$ cat src/mcu_settings.svh
// address map, SRAM size and DMA limits for the fabric
// regions are decoded on addr[31:28], so every base needs its own top nibble
`ifndef MCU_SETTINGS_SVH
`define MCU_SETTINGS_SVH

// SRAM size in bytes, power of two
`define MCU_MEM_BYTES 4096

// region bases
`define MCU_RAM_BASE  32'h0000_0000
`define MCU_AO_BASE   32'h2000_0000
`define MCU_GPIO_BASE 32'h3000_0000

// longer DMA transfers are clipped to this many words
`define MCU_DMA_MAX_LEN 64

`endif
$ cat src/mcu_pkg.sv
// OBI-style bus types, slave select and register offsets
// peripheral offsets are compared on addr[7:0] only
package mcu_pkg;

  typedef struct packed {
    logic        req;
    logic        we;
    logic [3:0]  be;
    logic [31:0] addr;
    logic [31:0] wdata;
  } obi_req_t;

  typedef struct packed {
    logic        gnt;
    logic        rvalid;
    logic [31:0] rdata;
  } obi_resp_t;

  typedef enum logic [1:0] {
    SEL_RAM  = 2'd0,
    SEL_AO   = 2'd1,
    SEL_GPIO = 2'd2,
    SEL_NONE = 2'd3
  } slave_sel_e;

  // returned for reads that hit no slave
  localparam logic [31:0] UNMAPPED_RDATA = 32'hDEAD_BEEF;

  // always-on block
  localparam logic [31:0] EXIT_VALUE_OFS = 32'h00;
  localparam logic [31:0] DMA_SRC_OFS    = 32'h10;
  localparam logic [31:0] DMA_DST_OFS    = 32'h14;
  localparam logic [31:0] DMA_LEN_OFS    = 32'h18;
  localparam logic [31:0] DMA_CTRL_OFS   = 32'h1C;

  // gpio block
  localparam logic [31:0] GPIO_OUT_OFS = 32'h00;
  localparam logic [31:0] GPIO_OE_OFS  = 32'h04;
  localparam logic [31:0] GPIO_IN_OFS  = 32'h08;

endpackage

$ cat src/ao_periph.sv
// exit registers plus a one-channel word-copy DMA
// registers take full-word writes, be is ignored; start is ignored while busy
// addresses must be word aligned, length is clipped to MCU_DMA_MAX_LEN
`timescale 1ns/1ps
`include "mcu_settings.svh"

module ao_periph (
  input  logic               clk_i,
  input  logic               rst_n_i,
  input  mcu_pkg::obi_req_t  slave_req_i,
  output mcu_pkg::obi_resp_t slave_resp_o,
  output mcu_pkg::obi_req_t  dma_req_o,
  input  mcu_pkg::obi_resp_t dma_resp_i,
  output logic [31:0]        exit_value_o,
  output logic               exit_valid_o,
  output logic               dma_intr_o
);

  import mcu_pkg::*;

  localparam int CW = $clog2(`MCU_DMA_MAX_LEN + 1);
  localparam logic [CW-1:0] MAX_LEN = CW'(`MCU_DMA_MAX_LEN);

  typedef enum logic [2:0] {IDLE, READ, WAIT_R, WRITE, WAIT_W} dma_state_e;

  logic [7:0]  ofs;
  logic        wr;
  logic        start;
  logic [31:0] src_q, dst_q, len_q;
  logic [31:0] rd_mux;
  logic [31:0] rdata_q;
  logic        rvalid_q;

  dma_state_e  state;
  logic [31:0] src_cur, dst_cur;
  logic [CW-1:0] cnt;
  logic [CW-1:0] len_clip;
  logic [31:0] data_q;
  logic        done_q;

  assign ofs   = slave_req_i.addr[7:0];
  assign wr    = slave_req_i.req & slave_req_i.we;
  assign start = wr && (ofs == DMA_CTRL_OFS[7:0]) && slave_req_i.wdata[0];

  always_comb begin
    unique case (ofs)
      EXIT_VALUE_OFS[7:0]: rd_mux = exit_value_o;
      DMA_SRC_OFS[7:0]:    rd_mux = src_q;
      DMA_DST_OFS[7:0]:    rd_mux = dst_q;
      DMA_LEN_OFS[7:0]:    rd_mux = len_q;
      DMA_CTRL_OFS[7:0]:   rd_mux = {30'b0, done_q, 1'b0};
      default:             rd_mux = '0;
    endcase
  end

  always_ff @(posedge clk_i or negedge rst_n_i) begin
    if (!rst_n_i) begin
      exit_value_o <= '0;
      exit_valid_o <= 1'b0;
      src_q        <= '0;
      dst_q        <= '0;
      len_q        <= '0;
      rdata_q      <= '0;
      rvalid_q     <= 1'b0;
    end else begin
      rvalid_q <= slave_req_i.req;
      if (slave_req_i.req && !slave_req_i.we) rdata_q <= rd_mux;
      if (wr) begin
        unique case (ofs)
          EXIT_VALUE_OFS[7:0]: begin
            exit_value_o <= slave_req_i.wdata;
            exit_valid_o <= 1'b1;
          end
          DMA_SRC_OFS[7:0]: src_q <= slave_req_i.wdata;
          DMA_DST_OFS[7:0]: dst_q <= slave_req_i.wdata;
          DMA_LEN_OFS[7:0]: len_q <= slave_req_i.wdata;
          default: ;
        endcase
      end
    end
  end

  assign slave_resp_o.gnt    = slave_req_i.req;
  assign slave_resp_o.rvalid = rvalid_q;
  assign slave_resp_o.rdata  = rdata_q;

  assign len_clip = (len_q > 32'(MAX_LEN)) ? MAX_LEN : len_q[CW-1:0];

  // dma engine, one read then one write per word
  always_ff @(posedge clk_i or negedge rst_n_i) begin
    if (!rst_n_i) begin
      state   <= IDLE;
      src_cur <= '0;
      dst_cur <= '0;
      cnt     <= '0;
      done_q  <= 1'b0;
    end else begin
      unique case (state)
        IDLE: begin
          if (start) begin
            src_cur <= src_q;
            dst_cur <= dst_q;
            cnt     <= len_clip;
            // zero length completes at once
            done_q  <= (len_clip == '0);
            if (len_clip != '0) state <= READ;
          end
        end
        READ:   if (dma_resp_i.gnt) state <= WAIT_R;
        WAIT_R: if (dma_resp_i.rvalid) state <= WRITE;
        WRITE:  if (dma_resp_i.gnt) state <= WAIT_W;
        WAIT_W: begin
          if (dma_resp_i.rvalid) begin
            src_cur <= src_cur + 32'd4;
            dst_cur <= dst_cur + 32'd4;
            cnt     <= cnt - 1'b1;
            if (cnt == CW'(1)) begin
              state  <= IDLE;
              done_q <= 1'b1;
            end else begin
              state <= READ;
            end
          end
        end
        default: state <= IDLE;
      endcase
    end
  end

  always_ff @(posedge clk_i) begin
    if (state == WAIT_R && dma_resp_i.rvalid) data_q <= dma_resp_i.rdata;
  end

  always_comb begin
    dma_req_o.req   = (state == READ) || (state == WRITE);
    dma_req_o.we    = (state == WRITE);
    dma_req_o.be    = 4'hF;
    dma_req_o.addr  = (state == WRITE) ? dst_cur : src_cur;
    dma_req_o.wdata = data_q;
  end

  // level until the next start
  assign dma_intr_o = done_q;

endmodule

$ cat config.mk
export PLATFORM = sky130hd
export DESIGN_NAME = ao_periph
export DESIGN_NICKNAME = d
export VERILOG_FILES = /design/src/mcu_pkg.sv /design/src/ao_periph.sv
export VERILOG_INCLUDE_DIRS = /design/src
export SDC_FILE = /design/constraint.sdc
export NUM_CORES = 1
export LEC_CHECK = 0
export BUFFER_PORTS_ARGS = -buffer_cell sky130_fd_sc_hd__buf_2
export CORE_MARGIN = 2
export CORE_UTILIZATION = 45
export CTS_CLUSTER_DIAMETER = 80
export CTS_CLUSTER_SIZE = 20
export DETAILED_ROUTE_END_ITERATION = 8
export HOLD_SLACK_MARGIN = 0.02
export PLACE_DENSITY = 0.65
export SLEW_MARGIN = 0
export SYNTH_ARGS = -nofsm -noshare
export SYNTH_HDL_FRONTEND = slang
export SYNTH_SLANG_ARGS = --single-unit
$ cat constraint.sdc
create_clock -name clk_i -period 12 [get_ports clk_i]
set_input_delay 3.6 -clock clk_i [delete_from_list [all_inputs] [get_ports clk_i]]
set_output_delay 3.6 -clock clk_i [all_outputs]
set_load 0.05 [all_outputs]
# ---- Word level (Yosys, flattened, before mapping)
# Index checks and enable logic that the tools add are counted.
dict set report word_totals {
  latch_bits 0
  romBits 0
  ramBits 0
  input_bits 106
  n_memories 0
  elab_cells 76
  out_inout_bits 138
  register_bits 269
}
dict set report op_classes {
  add_sub_neg 3
  n_shift 0
  div_mod_pow 0
  n_eq_ne 16
  n_reduce_logical 18
  bitwise_logic 1
  mul 0
  n_lt_le_gt_ge 1
  muxes 24
}
# cell count
set op_table {}
lappend op_table {{$mux 32} 5}
lappend op_table {{$pmux 32 s5} 1}
lappend op_table {{$pmux 32 s2} 2}
lappend op_table {{$add 32x3->32 const B} 2}
lappend op_table {{$eq 8x5->1 const B} 4}
lappend op_table {{$gt 32x7->1 const B} 1}
lappend op_table {{$mux 7} 3}
lappend op_table {{$mux 3} 6}
lappend op_table {{$pmux 3 s5} 1}
lappend op_table {{$pmux 7 s2} 1}
lappend op_table {{$ne 2x2->1 const B} 6}
lappend op_table {{$logic_not 8->1} 1}
lappend op_table {{$reduce_and 2->1} 4}
lappend op_table {{$eq 7x1->1 const B} 1}
lappend op_table {{$logic_not 7->1} 1}
lappend op_table {{$reduce_bool 7->1} 1}
lappend op_table {{$sub 7x1->7 const B} 1}
lappend op_table {{$eq 3x2->1 const B} 2}
lappend op_table {{$reduce_and 6->1} 1}
lappend op_table {{$logic_and 1x1->1} 4}
lappend op_table {{$mux 1} 4}
lappend op_table {{$reduce_and 4->1} 1}
lappend op_table {{$eq 3x1->1 const B} 1}
lappend op_table {{$eq 3x3->1 const B} 1}
lappend op_table {{8 further kinds} 8}

# ---- Depth between registers and ports, before layout
dict set report depth {
  ltp_word 6
  ltp_mapped 8
  depth_no_buf 6
}

# ---- Least setup slack after synthesis
# OpenSTA, ideal clock, no wires.
dict set report synth_path {
  path_type {input -> register}
  start {input port dma_resp_i[32] (netlist bit)}
  end {register data_q[0], enable pin}
  path_stages 2
  required_time_ns 11.487
  path_buffers 1
  setup_slack_ns 4.267
  arrival_ns 7.220
  setup_ns 0.513
  path_cell_list {clkbuf_1 nor4b_1}
}
dict set report synth_via {
  elab_chain_len 1
}
# item line
set synth_rtl {}
lappend synth_rtl {{from (decl)} ao_periph.sv:13} ;# input mcu_pkg::obi_resp_t dma_resp_i,
lappend synth_rtl {{$logic_and 1x1->1} ao_periph.sv:131} ;# if (state == WAIT_R && dma_resp_i.rvalid) data_q <= dma_resp_i.rdata;
lappend synth_rtl {{to (signal assigned)} ao_periph.sv:131}
lappend synth_rtl {{to (decl)} ao_periph.sv:38} ;# logic [31:0] data_q;
# No other way between the ends.
# A chain may end at the register's enable or synchronous reset.

# ---- Final worst setup path
dict set report layout_path {
  start {input port slave_req_i[69] (netlist bit)}
  end {output port slave_resp_o[33] (netlist bit)}
}
# item line
set layout_rtl {}
lappend layout_rtl {{from (decl)} ao_periph.sv:10} ;# input mcu_pkg::obi_req_t slave_req_i,
lappend layout_rtl {{to (decl)} ao_periph.sv:11} ;# output mcu_pkg::obi_resp_t slave_resp_o,
# No word-level cell between the ends.

==> metrics.md <==
| Metric | Value |
|---|---|
| Minimum clock period | `7.64 ns` |
| Setup crit start | `slave_req_i[69]` |
| Die ar. | `between 20000 and 30000 sq um` |
| Yosys cell types | `66` |
| Kind of critical path | `in2out` |
| Nature of the critical path startpoint | `primary input` |
| Std cell rows | `between 60 and 70` |
| Layout overhead on the synthesized area | `15.1%` |
| Fmax | `around 130 MHz` |
| Design area | `14600 sq um` |
| CTS Hold Bufs | `0` |
| Mux cell area share after synthesis | `13.9%` |
| Die Ht | `roughly 170 um` |
| First-pass GRT wire length | `about 57 mm` |
| Hold Crit Depth | `2` |
| Cell family with most CP delay | `buffers and inverters` |
| Most frequent cells in the layout | `dfrtp_1, buf_2, mux2_2` |
| Simple-gate portion of the synthesized area | `between 10% and 20%` |
| Post-CTS Setup Bufs | `0` |
| Worst Tran Pin Value | `~1.0 ns` |
| FF+latch count, synth | `roughly 270` |
| Compound-cell area share of the yosys netlist | `approximately 16%` |
| Share of cells above drive strength 1 | `about a third` |
| GR Util met3 | `4.10%` |
| Most common cell after layout, fill and taps aside | `dfrtp_1` |
| CTS Buf Count | `18` |
| MaxCap Viol Count | `0` |
| Initial antenna violation count | `2` |
| Worst hold endpoint | `dst_cur[1]` |
| Slowest-stage cell, CP | `buf_2` |
| IO Count | `between 200 and 250` |
| Area contributors post-synth | `dfrtp_1, mux2_2, edfxtp_1, a21oi_1, nand2_1` |
| Dpl cell area | `~14000 sq um` |
| CTS root buf | `clkbuf_16` |
| Clock sinks | `roughly 270` |
| Adder-cell share of the synthesized area | `less than 1%` |
| Ys Warns | `0` |
| Setup Total Neg Slack | `0 ns` |
| Max incr delay on CP | `around 0.28 ns` |
| Crit. End Element | `output pin` |
| DRC Markers | `0` |
| Initial DRC count | `1084` |
| Critical path required time | `around 8.4 ns` |
| Rel. slew slack | `~31%` |
| RR Startpoint | `state[2]` |
| XOR/XNOR Fraction of Synth Area | `less than 1%` |
| R2R depth | `7` |
| Vias in the first global route | `about 9600` |
| Final net count | `about 1400` |
| Asr flop ratio synth | `roughly nine tenths` |
| Die W | `around 170 um` |
| Synth Instances | `~1100` |
| Met1 Resource Use GR | `between 30% and 40%` |
| Top_reg_cell synth | `dfrtp_1` |
| Post-route setup slack | `between 4 and 5 ns` |
| Final worst path period share | `63.7%` |
| Hold Path Class | `reg2reg` |
| Gr usage total | `24.7%` |
| Final antenna-violating net count | `0` |
| Mapped cell area | `around 13000 sq um` |
| DR pass1 iterations | `7` |
| Crit-path cells | `buf_2 -> buf_2` |
| Syn avg cell area | `roughly 11 sq um` |
| FF-to-FF End | `dst_cur[11]` |
| HPWL after DPL | `25.2 mm` |
| I/O Buffers | `211` |
| Largest net degree at the start of global routing | `roughly 120` |
| Post_cts resized | `0` |
| Slew Limit Fails | `0` |
| R2R Setup Slk | `8.35 ns` |
| Initial Utilization | `a little under half` |
| Critical path's most frequent cell | `buf_2` |
| DR vias/cell | `6.04` |
| Buf/Inv on CP | `2` |
| Clock latency at the later pin of the worst-skew pair | `~0.52 ns` |
| Final hold vios | `0` |
| Crit path DAT | `between 4 and 5 ns` |
| Via count | `between 10000 and 15000` |
| Routability cong. | `0.883` |
| Min-delay src | `dst_cur[1]` |
| GR Overflow Total | `0` |
| Largest area contributor in the netlist | `dfrtp_1` |
| # H-tree levels | `1` |
| Status | `complete, no violations` |
| EDFF count, synth | `32` |
| Top cell type's share of synthesized area | `a little under half` |
| Largest family of logic cells by synthesized area | `compound AO/OA/AOI/OAI gates` |
| Final hold slack | `about 0.48 ns` |
| Core area | `roughly 28000 sq um` |
| M2 GR Usage | `36.1%` |
| Worst slack, placed | `4.36 ns` |
| Register area share after synthesis | `54.2%` |
| Final setup violation count | `0` |
| Maximum clock path buffer count | `3` |
| CTS tree | `done` |
| Power per cell area | `176 nW/um^2` |
| Top Usage Layer GRT | `met1` |
| Static Leak | `between 0.006 and 0.007 uW` |
| CTS clk-pin slew, worst paths | `0.08 ns` |
| Power Total | `between 2000 and 3000 uW` |
| Unrepaired setup endpoints after global routing | `no` |
| Routed wire per std cell | `21.8 um` |
| Worst vdd ir | `between 0.09 and 0.1 mV` |
| Crit-path max FO | `9` |
| Clk_skew | `0.0274 ns` |
| Final wirelength | `36.8 mm` |
-- power breakdown --
part	internal [uW]	leakage [uW]	switching [uW]
clock	309	0.000269	322
sequential	1050	0.00349	154
combinational	216	0.00306	517
total	1580	0.00682	993
-- layer usage --
| metal | vias to the layer above | share of wire [%] |
|---|---|---|
| li1 | 4610 | - |
| met5 | - | 0.14 |
| met1 | 5138 | 45 |
| met2 | 413 | 44 |
| met4 | 4 | 2.2 |
| met3 | 45 | 8.7 |
-- Yosys cell counts (10+ instances only) --
master,instances
and3_1,13
buf_4,12
a21boi_0,29
inv_1,16
o22ai_1,22
a21oi_1,86
buf_2,10
nand3_1,41
nand4_1,25
nor2_1,38
a222oi_1,31
nand2_1,110
a2bb2oi_1,17
mux2_2,150
edfxtp_1,32
dfrtp_1,237
nor4_1,10
clkbuf_1,63
o21ai_0,82
nor3_1,12
-- flip-flops by register name, summed over array words and instances, names as in the netlist --
| register | cells |
|---|---|
| rdata_q | 32 |
| src_cur | 32 |
| state | 3 |
| cnt | 7 |
| data_q | 32 |
| exit_value_o | 32 |
| src_q | 32 |
| rvalid_q | 1 |
| exit_valid_o | 1 |
| dst_cur | 32 |
| dst_q | 32 |
| len_q | 32 |
| dma_intr_o | 1 |
-- layout make-up --
type                    count  area, sq um
inverters                  16         60.1
flip-flops and latches    269         6890
clock buffers              22          475
multi-input cells         766         5410
diodes                      1         2.50
repair buffers            233         1230
clock inverters             5         76.3
well taps                 378          473
fillers                  2536        13200
-- metrics by stage --
step                      cells  util, %
after floorplan            1140        -
after global placement     1662     50.6
after detailed placement   1662     50.6
after CTS                  1689     52.6
after global routing       1689     52.6
final                      1690     52.6
-- worst max-delay path by stage --
stage	endpoint	slack [ns]	depth (start not counted)
3_3_place_gp	slave_resp_o[33]	4.36	2
3_5_place_dp	slave_resp_o[33]	4.36	2
5_1_grt	slave_resp_o[33]	4.35	2
6_report	slave_resp_o[33]	4.36	2
4_1_cts	slave_resp_o[33]	4.35	2
2_1_floorplan	data_q[0]	4.27	2
-- cell families after synthesis --
logic type,Yosys count
AND/OR/NAND/NOR,284
buffers and inverters,105
flip-flops,269
other,1
multiplexers,156
adder cells (fa/ha/maj),4
AO/OA/AOI/OAI,317
XOR/XNOR,1
(Power assumes the default switching activity.)
