**src/mcu_settings.svh**
```systemverilog
// address map, SRAM size and DMA limits for the fabric
// regions are decoded on addr[31:28], so every base needs its own top nibble
`ifndef MCU_SETTINGS_SVH
`define MCU_SETTINGS_SVH

// SRAM size in bytes, power of two
`define MCU_MEM_BYTES 4096

// region bases
`define MCU_RAM_BASE  32'h0000_0000
`define MCU_AO_BASE   32'h2000_0000
`define MCU_GPIO_BASE 32'h3000_0000

// longer DMA transfers are clipped to this many words
`define MCU_DMA_MAX_LEN 64

`endif
```
**src/mcu_pkg.sv**
```systemverilog
// OBI-style bus types, slave select and register offsets
// peripheral offsets are compared on addr[7:0] only
package mcu_pkg;

  typedef struct packed {
    logic        req;
    logic        we;
    logic [3:0]  be;
    logic [31:0] addr;
    logic [31:0] wdata;
  } obi_req_t;

  typedef struct packed {
    logic        gnt;
    logic        rvalid;
    logic [31:0] rdata;
  } obi_resp_t;

  typedef enum logic [1:0] {
    SEL_RAM  = 2'd0,
    SEL_AO   = 2'd1,
    SEL_GPIO = 2'd2,
    SEL_NONE = 2'd3
  } slave_sel_e;

  // returned for reads that hit no slave
  localparam logic [31:0] UNMAPPED_RDATA = 32'hDEAD_BEEF;

  // always-on block
  localparam logic [31:0] EXIT_VALUE_OFS = 32'h00;
  localparam logic [31:0] DMA_SRC_OFS    = 32'h10;
  localparam logic [31:0] DMA_DST_OFS    = 32'h14;
  localparam logic [31:0] DMA_LEN_OFS    = 32'h18;
  localparam logic [31:0] DMA_CTRL_OFS   = 32'h1C;

  // gpio block
  localparam logic [31:0] GPIO_OUT_OFS = 32'h00;
  localparam logic [31:0] GPIO_OE_OFS  = 32'h04;
  localparam logic [31:0] GPIO_IN_OFS  = 32'h08;

endpackage

```
**src/obi_bus.sv**
```systemverilog
// two masters, fixed priority: master 0 always wins a tie
// RAM region is only MCU_MEM_BYTES long, the rest of it reads as unmapped
// slaves must answer exactly one cycle after their grant
`timescale 1ns/1ps
`include "mcu_settings.svh"

module obi_bus (
  input  logic                        clk_i,
  input  logic                        rst_n_i,
  input  mcu_pkg::obi_req_t  [1:0]    m_req_i,
  output mcu_pkg::obi_resp_t [1:0]    m_resp_o,
  output mcu_pkg::obi_req_t           ram_req_o,
  input  mcu_pkg::obi_resp_t          ram_resp_i,
  output mcu_pkg::obi_req_t           ao_req_o,
  input  mcu_pkg::obi_resp_t          ao_resp_i,
  output mcu_pkg::obi_req_t           gpio_req_o,
  input  mcu_pkg::obi_resp_t          gpio_resp_i
);

  import mcu_pkg::*;

  localparam logic [31:0] RAM_BASE  = `MCU_RAM_BASE;
  localparam logic [31:0] AO_BASE   = `MCU_AO_BASE;
  localparam logic [31:0] GPIO_BASE = `MCU_GPIO_BASE;
  localparam logic [27:0] MEM_BYTES = 28'(`MCU_MEM_BYTES);

  logic        any_req;
  logic        win;
  obi_req_t    req_win;
  slave_sel_e  sel;
  logic        slv_gnt;
  logic        gnt;
  logic        rsp_pending;
  logic        rsp_owner;
  slave_sel_e  rsp_sel;
  logic        rvalid;
  logic [31:0] rdata;

  assign any_req = m_req_i[0].req | m_req_i[1].req;
  assign win     = m_req_i[0].req ? 1'b0 : 1'b1;
  assign req_win = m_req_i[win];

  always_comb begin
    sel = SEL_NONE;
    if (req_win.addr[31:28] == RAM_BASE[31:28] && req_win.addr[27:0] < MEM_BYTES) begin
      sel = SEL_RAM;
    end else if (req_win.addr[31:28] == AO_BASE[31:28]) begin
      sel = SEL_AO;
    end else if (req_win.addr[31:28] == GPIO_BASE[31:28]) begin
      sel = SEL_GPIO;
    end
  end

  // full address goes through, slaves keep only the low bits
  always_comb begin
    ram_req_o      = req_win;
    ram_req_o.req  = any_req && (sel == SEL_RAM);
    ao_req_o       = req_win;
    ao_req_o.req   = any_req && (sel == SEL_AO);
    gpio_req_o     = req_win;
    gpio_req_o.req = any_req && (sel == SEL_GPIO);
  end

  always_comb begin
    unique case (sel)
      SEL_RAM:  slv_gnt = ram_resp_i.gnt;
      SEL_AO:   slv_gnt = ao_resp_i.gnt;
      SEL_GPIO: slv_gnt = gpio_resp_i.gnt;
      default:  slv_gnt = 1'b1;
    endcase
  end

  assign gnt = any_req & slv_gnt;

  // owner and target of the granted request, for the response phase
  always_ff @(posedge clk_i or negedge rst_n_i) begin
    if (!rst_n_i) begin
      rsp_pending <= 1'b0;
      rsp_owner   <= 1'b0;
      rsp_sel     <= SEL_NONE;
    end else begin
      rsp_pending <= gnt;
      if (gnt) begin
        rsp_owner <= win;
        rsp_sel   <= sel;
      end
    end
  end

  always_comb begin
    unique case (rsp_sel)
      SEL_RAM: begin
        rvalid = rsp_pending & ram_resp_i.rvalid;
        rdata  = ram_resp_i.rdata;
      end
      SEL_AO: begin
        rvalid = rsp_pending & ao_resp_i.rvalid;
        rdata  = ao_resp_i.rdata;
      end
      SEL_GPIO: begin
        rvalid = rsp_pending & gpio_resp_i.rvalid;
        rdata  = gpio_resp_i.rdata;
      end
      default: begin
        // default responder
        rvalid = rsp_pending;
        rdata  = UNMAPPED_RDATA;
      end
    endcase
  end

  always_comb begin
    for (int i = 0; i < 2; i++) begin
      m_resp_o[i].gnt    = gnt && (win == i[0]);
      m_resp_o[i].rvalid = rvalid && (rsp_owner == i[0]);
      m_resp_o[i].rdata  = (rvalid && rsp_owner == i[0]) ? rdata : '0;
    end
  end

endmodule

```
**config.mk**
```make
export PLATFORM = sky130hd
export DESIGN_NAME = obi_bus
export DESIGN_NICKNAME = d
export VERILOG_FILES = /design/src/mcu_pkg.sv /design/src/obi_bus.sv
export VERILOG_INCLUDE_DIRS = /design/src
export SDC_FILE = /design/constraint.sdc
export NUM_CORES = 1
export LEC_CHECK = 0
export ABC_AREA = 1
export BUFFER_PORTS_ARGS = -buffer_cell sky130_fd_sc_hd__buf_2
export CORE_AREA = 3 3 201 203
export DETAILED_ROUTE_END_ITERATION = 12
export DIE_AREA = 0 0 204 206
export MAX_ROUTING_LAYER = met4
export PLACE_DENSITY = 0.3
export SYNTH_ARGS = -nofsm -noshare
export SYNTH_HDL_FRONTEND = slang
export SYNTH_SLANG_ARGS = --single-unit
```
**constraint.sdc**
```tcl
create_clock -name clk_i -period 3.1 [get_ports clk_i]
set_input_delay 0.775 -clock clk_i [delete_from_list [all_inputs] [get_ports clk_i]]
set_output_delay 0.775 -clock clk_i [all_outputs]
set_load 0.05 [all_outputs]
```
* Word level (Yosys, flattened, before mapping)
Index checks and enable logic that the tools add are counted.
** Word-level totals
- Bits in registers :: 4
- Input port bits :: 244
- Output and inout bits :: 278
- Word-level logic and storage cells :: 39
** Operators by class
- Order comparisons :: 2
- Equal/unequal tests :: 6
- Mux-type cells :: 11
- Bitwise gates (word level) :: 6
- Reductions and logical operators :: 11
** Operators by type and width (count)
- 69-bit two-way mux :: 2
- 32-bit one-hot mux with 3 select lines :: 1
- 32-bit two-way mux :: 2
- 28-bit by 13-bit < comparator with 1-bit output (second input constant) :: 1
- 4-bit by 2-bit equality test with 1-bit output (second input constant) :: 2
- 1-bit logical AND :: 8
- 1-bit one-hot mux with 3 select lines :: 2
- 1-bit bitwise AND :: 4
- 2-bit by 1-bit equality test with 1-bit output (second input constant) :: 2
- 2-bit equality test (second input constant) :: 2
- 2-bit logical NOT :: 2
- 4-bit logical NOT :: 1
- 2-bit two-way mux :: 2
- 1-bit by 2-bit < comparator with 1-bit output (second input constant) :: 1
- 1-bit two-way mux :: 2
- 1-bit inverter :: 1
- 1-bit bitwise OR :: 1

* Logic depth before layout (Yosys ltp)
Gate-level depths: netlist of run 1.
- Depth in word-level cells :: 11
- Mapped depth :: 14
- Gate-level depth less buffers :: 13

* Least setup slack after synthesis of run 1
Ideal clock, no wire load.
- Path kind :: flip-flop to output port
- Start point :: reg rsp_sel[0]
- End point :: out m_resp_o[10] (netlist bit)
- Arrival time :: 2.881 ns
- Data required time :: 2.325 ns
- Slack :: -0.556 ns
- Stages on the path, launching flop included :: 12
- Path buffers :: 2
- Cells stage by stage :: dfstp_2 -> ha_1 -> buf_2 -> a22o_1 -> nand2_1 -> o211ai_1 -> and2_1 -> inv_2 -> nor2_1 -> inv_2 -> buf_2 -> nor2_1
** RTL lines
- from (decl) :: RTL line obi_bus.sv:35 : slave_sel_e rsp_sel;
- from (signal assigned) :: RTL line obi_bus.sv:85 : rsp_sel <= sel;
- to (decl) :: RTL line obi_bus.sv:11 : output mcu_pkg::obi_resp_t [1:0] m_resp_o,

==> results of run 1 <==
## sequential cells by signal, summed over array words and instances (netlist names)
name and cells:
rsp_owner 1, rsp_pending 1, rsp_sel 2
## worst max path at each step
stage / end / slack (ns) / cells after the start
floorplan: m_resp_o[10] / -0.14 / 11
global placement: m_resp_o[33] / -0.01 / 14
global route: m_resp_o[33] / -0.07 / 16
finish: m_resp_o[33] / 0.05 / 15
CTS: m_resp_o[27] / 0.0002 / 10
detailed placement: m_resp_o[67] / -0.04 / 13
## cell usage in the layout, fill, tap and decap left out, types with 3 or more instances in the layout
cell type	n
buf_2	477
nand2_1	291
buf_4	67
nor2_1	49
nor2_2	38
inv_1	28
nand2_2	25
a221oi_1	24
buf_12	17
buf_6	15
nand3_1	12
diode_2	7
inv_2	7
clkbuf_16	5
o21ai_2	3
nand2_4	3
nor2_4	3
## metrics by stage
stage / setup WS [ns] / area (um^2) / TNS [ns] / hold WS, ns
2_1_floorplan: -0.144 / 3570 / -0.146 / 0.461
3_3_place_gp: -0.0143 / 6180 / -0.0144 / 0.490
3_5_place_dp: -0.0380 / 6180 / -0.0691 / 0.490
4_1_cts: 0.000222 / 6410 / 0 / 0.346
5_1_grt: -0.0674 / 6760 / -0.302 / 0.351
6_report: 0.0518 / 6770 / 0 / 0.350
## kinds of logic after synthesis
group	after synthesis	synth area share, %
simple gates	428	49.2
compound gates	30	7.14
buf+inv	212	39.2
flops	4	2.97
fa+ha+maj	4	1.45
## critical path, delay by kind of cell
| family | cells | cell delay [ns] |
|---|---|---|
| buffers and inverters | 7 | 0.76 |
| and+or+nand+nor | 8 | 0.73 |
## final cells by class
class	count	area (um^2)
clock buffers	4	78.8
inverters	38	164
diodes	7	17.5
repair buffers	582	3530
multi-input cells	462	2220
fillers	4610	31900
flip-flops and latches	4	103
well taps	518	648
## metal layers
metal	track usage (%)	vias to the layer above
li1	-	2777
met1	11.5	2536
met2	22.1	335
met3	2.05	20
met4	2.11	0
met5	-	-
## repair_timing
item,in CTS,in global routing
pin swaps,10,12
setup buffers,4,8
resized for setup,24,88
endpoints found under the setup margin,28,41
cloned,2,2
## power by group
| group | total [mW] | internal, mW | switching, mW |
|---|---|---|---|
| registers | 0.0661 | 0.0598 | 0.00626 |
| clock network | 0.208 | 0.170 | 0.0378 |
| logic | 2.45 | 0.681 | 1.77 |
==> impl_results.md, run 1 <==
* Hold Path Class: in -> async
* Sequential share of the synthesized area at under 10%
* Total Wirelength at around 26000 um
* Final hold vios at 0
* 1st-iter DRT viols at 203
* Port Buf Inserts at approximately 520
* Worst-path clk slew at about 0.030 ns
* First-pass DRT Iterations at 4
* Most instantiated library cell after synthesis: nand2_1
* Mapped cell area at 3450 um^2
* # hold bufs at CTS at 0
* Mapped Cells at 678
* Critical Path Start Type: primary input
* #FFs+latches synth at 4
* WL per Instance at ~16 um
* Worst skew pair latency at approximately 0.23 ns
* Vias/cell at ~3.5
* Final Non-Filler Cells at approximately 1600
* Antenna violations before repair at 9
* Routed wl met2 at 13900 um
* Util after Layout at 17.5%
* Hpwl dp at approximately 22000 um
* Aggregate global routing overflow at 0
* Sink Count at 4
* Top cell type's share of synthesized area at approximately 33%
* Area Growth Syn to Fin at 95.9%
* Top Layer Used: met4
* Wl on met1 at around 9600 um
* First-pass GRT wire length at 34600 um
* Met3 WL at about 2100 um
* Share of flip-flops with an asynchronous set or reset at 100%
* Die height at slightly above 200 um
* DRC errors left at 0
* Worst-Margin Slew at between 0.5 and 0.6 ns
* Placer Congestion at around 0.8
* Worst Skew at 0 ns
* Cell at the slowest stage of the critical path: nor3_4
* Worst path max stage delay at 0.16 ns
* Flop2flop setup slack at between 2 and 2.5 ns
* Leading area contributor after synthesis: nand2_1
* Mean area per synthesized cell at a little over 5 um^2
* Setup crit start: m_req_i[69]
* Share of layout cells above drive strength 1 at a little over 60%
* Unrepaired setup endpoints after global routing: true
* Critical-path cell list: buf_8, clkinv_8, buf_8, nand2_1, nand2_2, nand2_4, buf_6, nor3_4, nand3_2, nand2_2, nand3_4, buf_6, nand2_1, inv_2, buf_12
* Count of different cell masters after synthesis at 25
* Crit. End Element: primary output
* R2r startpoint: rsp_sel[1]
* PD cells at slightly above 400 nW/um^2
* Largest net degree at the start of global routing at 50
* Final nets at roughly 1300
* Core area at roughly 39000 um^2
* Relative slew slack at a little over three fifths
* Critical path type: in -> out
* Final total power at between 2 and 3 mW
* Post-synth top cells: nand2_1, buf_4, nor2_1
* DP Cell Count at approximately 1600
* Status: finished clean
* H-tree Lvls at 1
* Arr. time, crit path at 2.27 ns
* FF-to-FF path depth at 3
* Post-synth EDFFs at 0
* Root buffer cell: clkbuf_16
* Max Slew Vio Count at 0
* DRT antenna net count at 0
* Total nets after synthesis at 926
* Die area at 42000 um^2
* VDD IR-drop max at 0.166 mV
* Chip width at 204 um
* Max Clock Freq at approximately 330 MHz
* Top cells by area, synth: nand2_1, buf_4, nor2_1
* Crit-path max FO at 8
* P_leak at 4.04 nW
* Vias in the first global route at 5556
* Clock buffer count from CTS at 3
* Final setup viols at 0
* Io pins at ~520
* GRT Resource Usage Total at around 11%
* Initial Utilization at between 8 and 9%
* Fin crit period at between 3 and 4 ns
* CP required at ~2.3 ns
* Warnings from Yosys at 0
* Vias at about 5700
* Rows at 72
* CTS tree: yes
* Worst r2r dst: rsp_sel[1]
* Clk buf depth at 2
* Main synth FF type: dfstp_2
* Maxcap violations at 0
* Final period utilization at between 90% and 100%
(Power assumes the default switching activity.)
==> run 2: changes to the inputs <==
PLACE_DENSITY = 0.36   (was 0.3)
==> run 2 against run 1 <==
Setup slack improved by 0.025 ns. Die area is the same. Clock power about the same. Clock skew stayed put. Combinational power is 2% lower. Routed wire length down 3.2%. First-iteration DRC count rose by 44%. Core utilization shrank 0.33 points. Sequential share of layout area about the same. Highest routed layer unchanged.
==> impl_results.md, run 2 (synthesis gave the netlist of run 1 again) <==
* Status: finished clean
* Hpwl dp at roughly 22000 um
* Clk buf depth at 2
* Initial Utilization at 8.94%
* Area post-placement at about 6200 um^2
* Share of layout cells above drive strength 1 at 61.4%
* Sink Count at 4
* Combinational power share at around 90%
* Internal power at slightly below 900 uW
* Final Non-Filler Cells at about 1600
* Vias at around 5700
* DRC errors left at 0
* Antenna violations before repair at 11
* Worst-path clk slew at 0.03 ns
* Total Wirelength at 25200 um
* Die area at about 42000 um^2
* Relative slew slack at between 60% and 70%
* Final hold vios at 0
* WL per Instance at around 16 um
* Worst setup margin at ~0.077 ns
* Final period utilization at between 90% and 100%
* Core area at between 30000 and 40000 um^2
* Place WS at -0.133 ns
* Max Slew Vio Count at 0
* CP top delay family: flip-flops
* Net Sw Power at 1.81 mW
* Chip width at 204 um
* CTS tree: yes
* Max Clock Freq at between 300 and 400 MHz
* PD cells at around 400 nW/um^2
* Rows at roughly 70
* Io pins at approximately 520
* Vias in the first global route at around 5400
* Crit-path most repeated cell: inv_2
* Commonest non-fill, non-tap cell in the layout: buf_2
* Clock buffer count from CTS at 3
* Critical-path cell list: inv_2, ha_4, nand2_1, o211ai_1, and2_4, inv_2, nor2_4, clkinv_4, nor2_1, clkbuf_4
* VDD IR-drop max at between 0.15 and 0.2 mV
* 1st-iter DRT viols at around 290
* H-tree Lvls at 1
* Port Buf Inserts at roughly 520
* Critical path type: reg -> out
* Final Cell Area at about 6600 um^2
* Cell at the slowest stage of the critical path: dfstp_2
* Die height at between 200 and 250 um
* Largest net degree at the start of global routing at 49
* Sequential share of power at 2.5%
* Max reg flops at 2
* CP required at roughly 2.3 ns
* Clk network pwr share at 7.8%
* Fin crit period at roughly 3.0 ns
* Hold Path Class: in -> async
* Maxcap violations at 0
* Aggregate global routing overflow at 0
* Critical Path Start Type: flop
* Largest register by flop count: rsp_sel
* Root buffer cell: clkbuf_16
* Worst-Margin Slew at 0.495 ns
* First-pass GRT wire length at roughly 34000 um
* Worst path max stage delay at between 0.5 and 0.6 ns
* Area Growth Syn to Fin at 92.3%
* Util after Layout at 17.2%
* Worst skew pair latency at between 0.2 and 0.25 ns
* CP bufs+invs at 4
* Most frequent cells in the layout: buf_2, nand2_1, buf_4, nor2_1, nor2_2
* Top Registers: rsp_sel (2), rsp_owner (1), rsp_pending (1)
* GRT Resource Usage Total at a little over a tenth
* DRT antenna net count at 0
* Unrepaired setup endpoints after global routing: true
* Worst Skew at 0 ns
* Sw frac at 67.3%
* Crit. End Element: primary output
* DP Cell Count at 1593
* Placer Congestion at 0.881
* Final nets at 1335
* # hold bufs at CTS at 0
* P_leak at between 3 and 4 nW
* Arr. time, crit path at 2.25 ns
* Vias/cell at around 3.5
* Final setup viols at 0
* First-pass DRT Iterations at 4
* Crit-path max FO at 8
==> run 2: power by group through the flow <==
stage	Combinational (mW)	Sequential (mW)	Clock (mW)
3_3_place_gp	2.32	0.0658	0
3_5_place_dp	2.31	0.0661	0
5_1_grt	2.53	0.0674	0.219
6_report	2.40	0.0663	0.210
2_1_floorplan	1.75	0.0641	0
4_1_cts	2.33	0.0656	0.214
==> run 2: final cells by class <==
cell class / instances / area, um^2
inverter: 38 / 159
fill: 4566 / 32000
antenna: 9 / 22.5
timing repair buffer: 578 / 3450
clock buffer: 4 / 78.8
sequential: 4 / 103
tap: 518 / 648
multi-input combinational: 462 / 2180
==> run 2: path summary, 6_finish.rpt <==
path | startpoint | to | slack, ns | depth (start not counted)
max | rsp_sel[1] | m_resp_o[31] | 0.08 | 10
min | rst_n_i | rsp_owner | 0.34 | 1
max reg2reg | rsp_sel[1] | rsp_sel[1] | 2.24 | 3
min reg2reg | rsp_owner | rsp_owner | 0.57 | 2
max in group asynchronous | rst_n_i | rsp_sel[1] | 2.55 | 1
min in group clk_i | rsp_owner | rsp_owner | 0.57 | 2
==> run 2: routing by layer <==
layer  vias to the layer above  GRT usage (%)  share of wire, %
li1                       2766              -                 -
met1                      2525           11.2                35
met2                       356           21.4                53
met3                        28           1.86               8.8
met4                         0           2.21               2.7
met5                         -              -                 0
==> run 2: metrics by stage <==
stage,TNS (ns),power (mW),hold slack [ns]
finish,0,2.68,0.343
global route,-0.211,2.81,0.346
CTS,0,2.61,0.342
detailed placement,-0.250,2.38,0.483
global placement,-0.232,2.39,0.484
floorplan,-0.146,1.82,0.461
==> run 2: worst register-to-register path, delay by kind of cell, from the launching register on <==
family | cells | cell delay [ns]
flops | 1 | 0.58
buf+inv | 1 | 0.13
simple gates | 2 | 0.09
==> run 2: timing repair <==
item	in CTS	in global routing
gates cloned	0	2
setup endpoints to repair	32	35
setup buffers	2	3
gates resized for setup	18	79
pin swaps	3	3
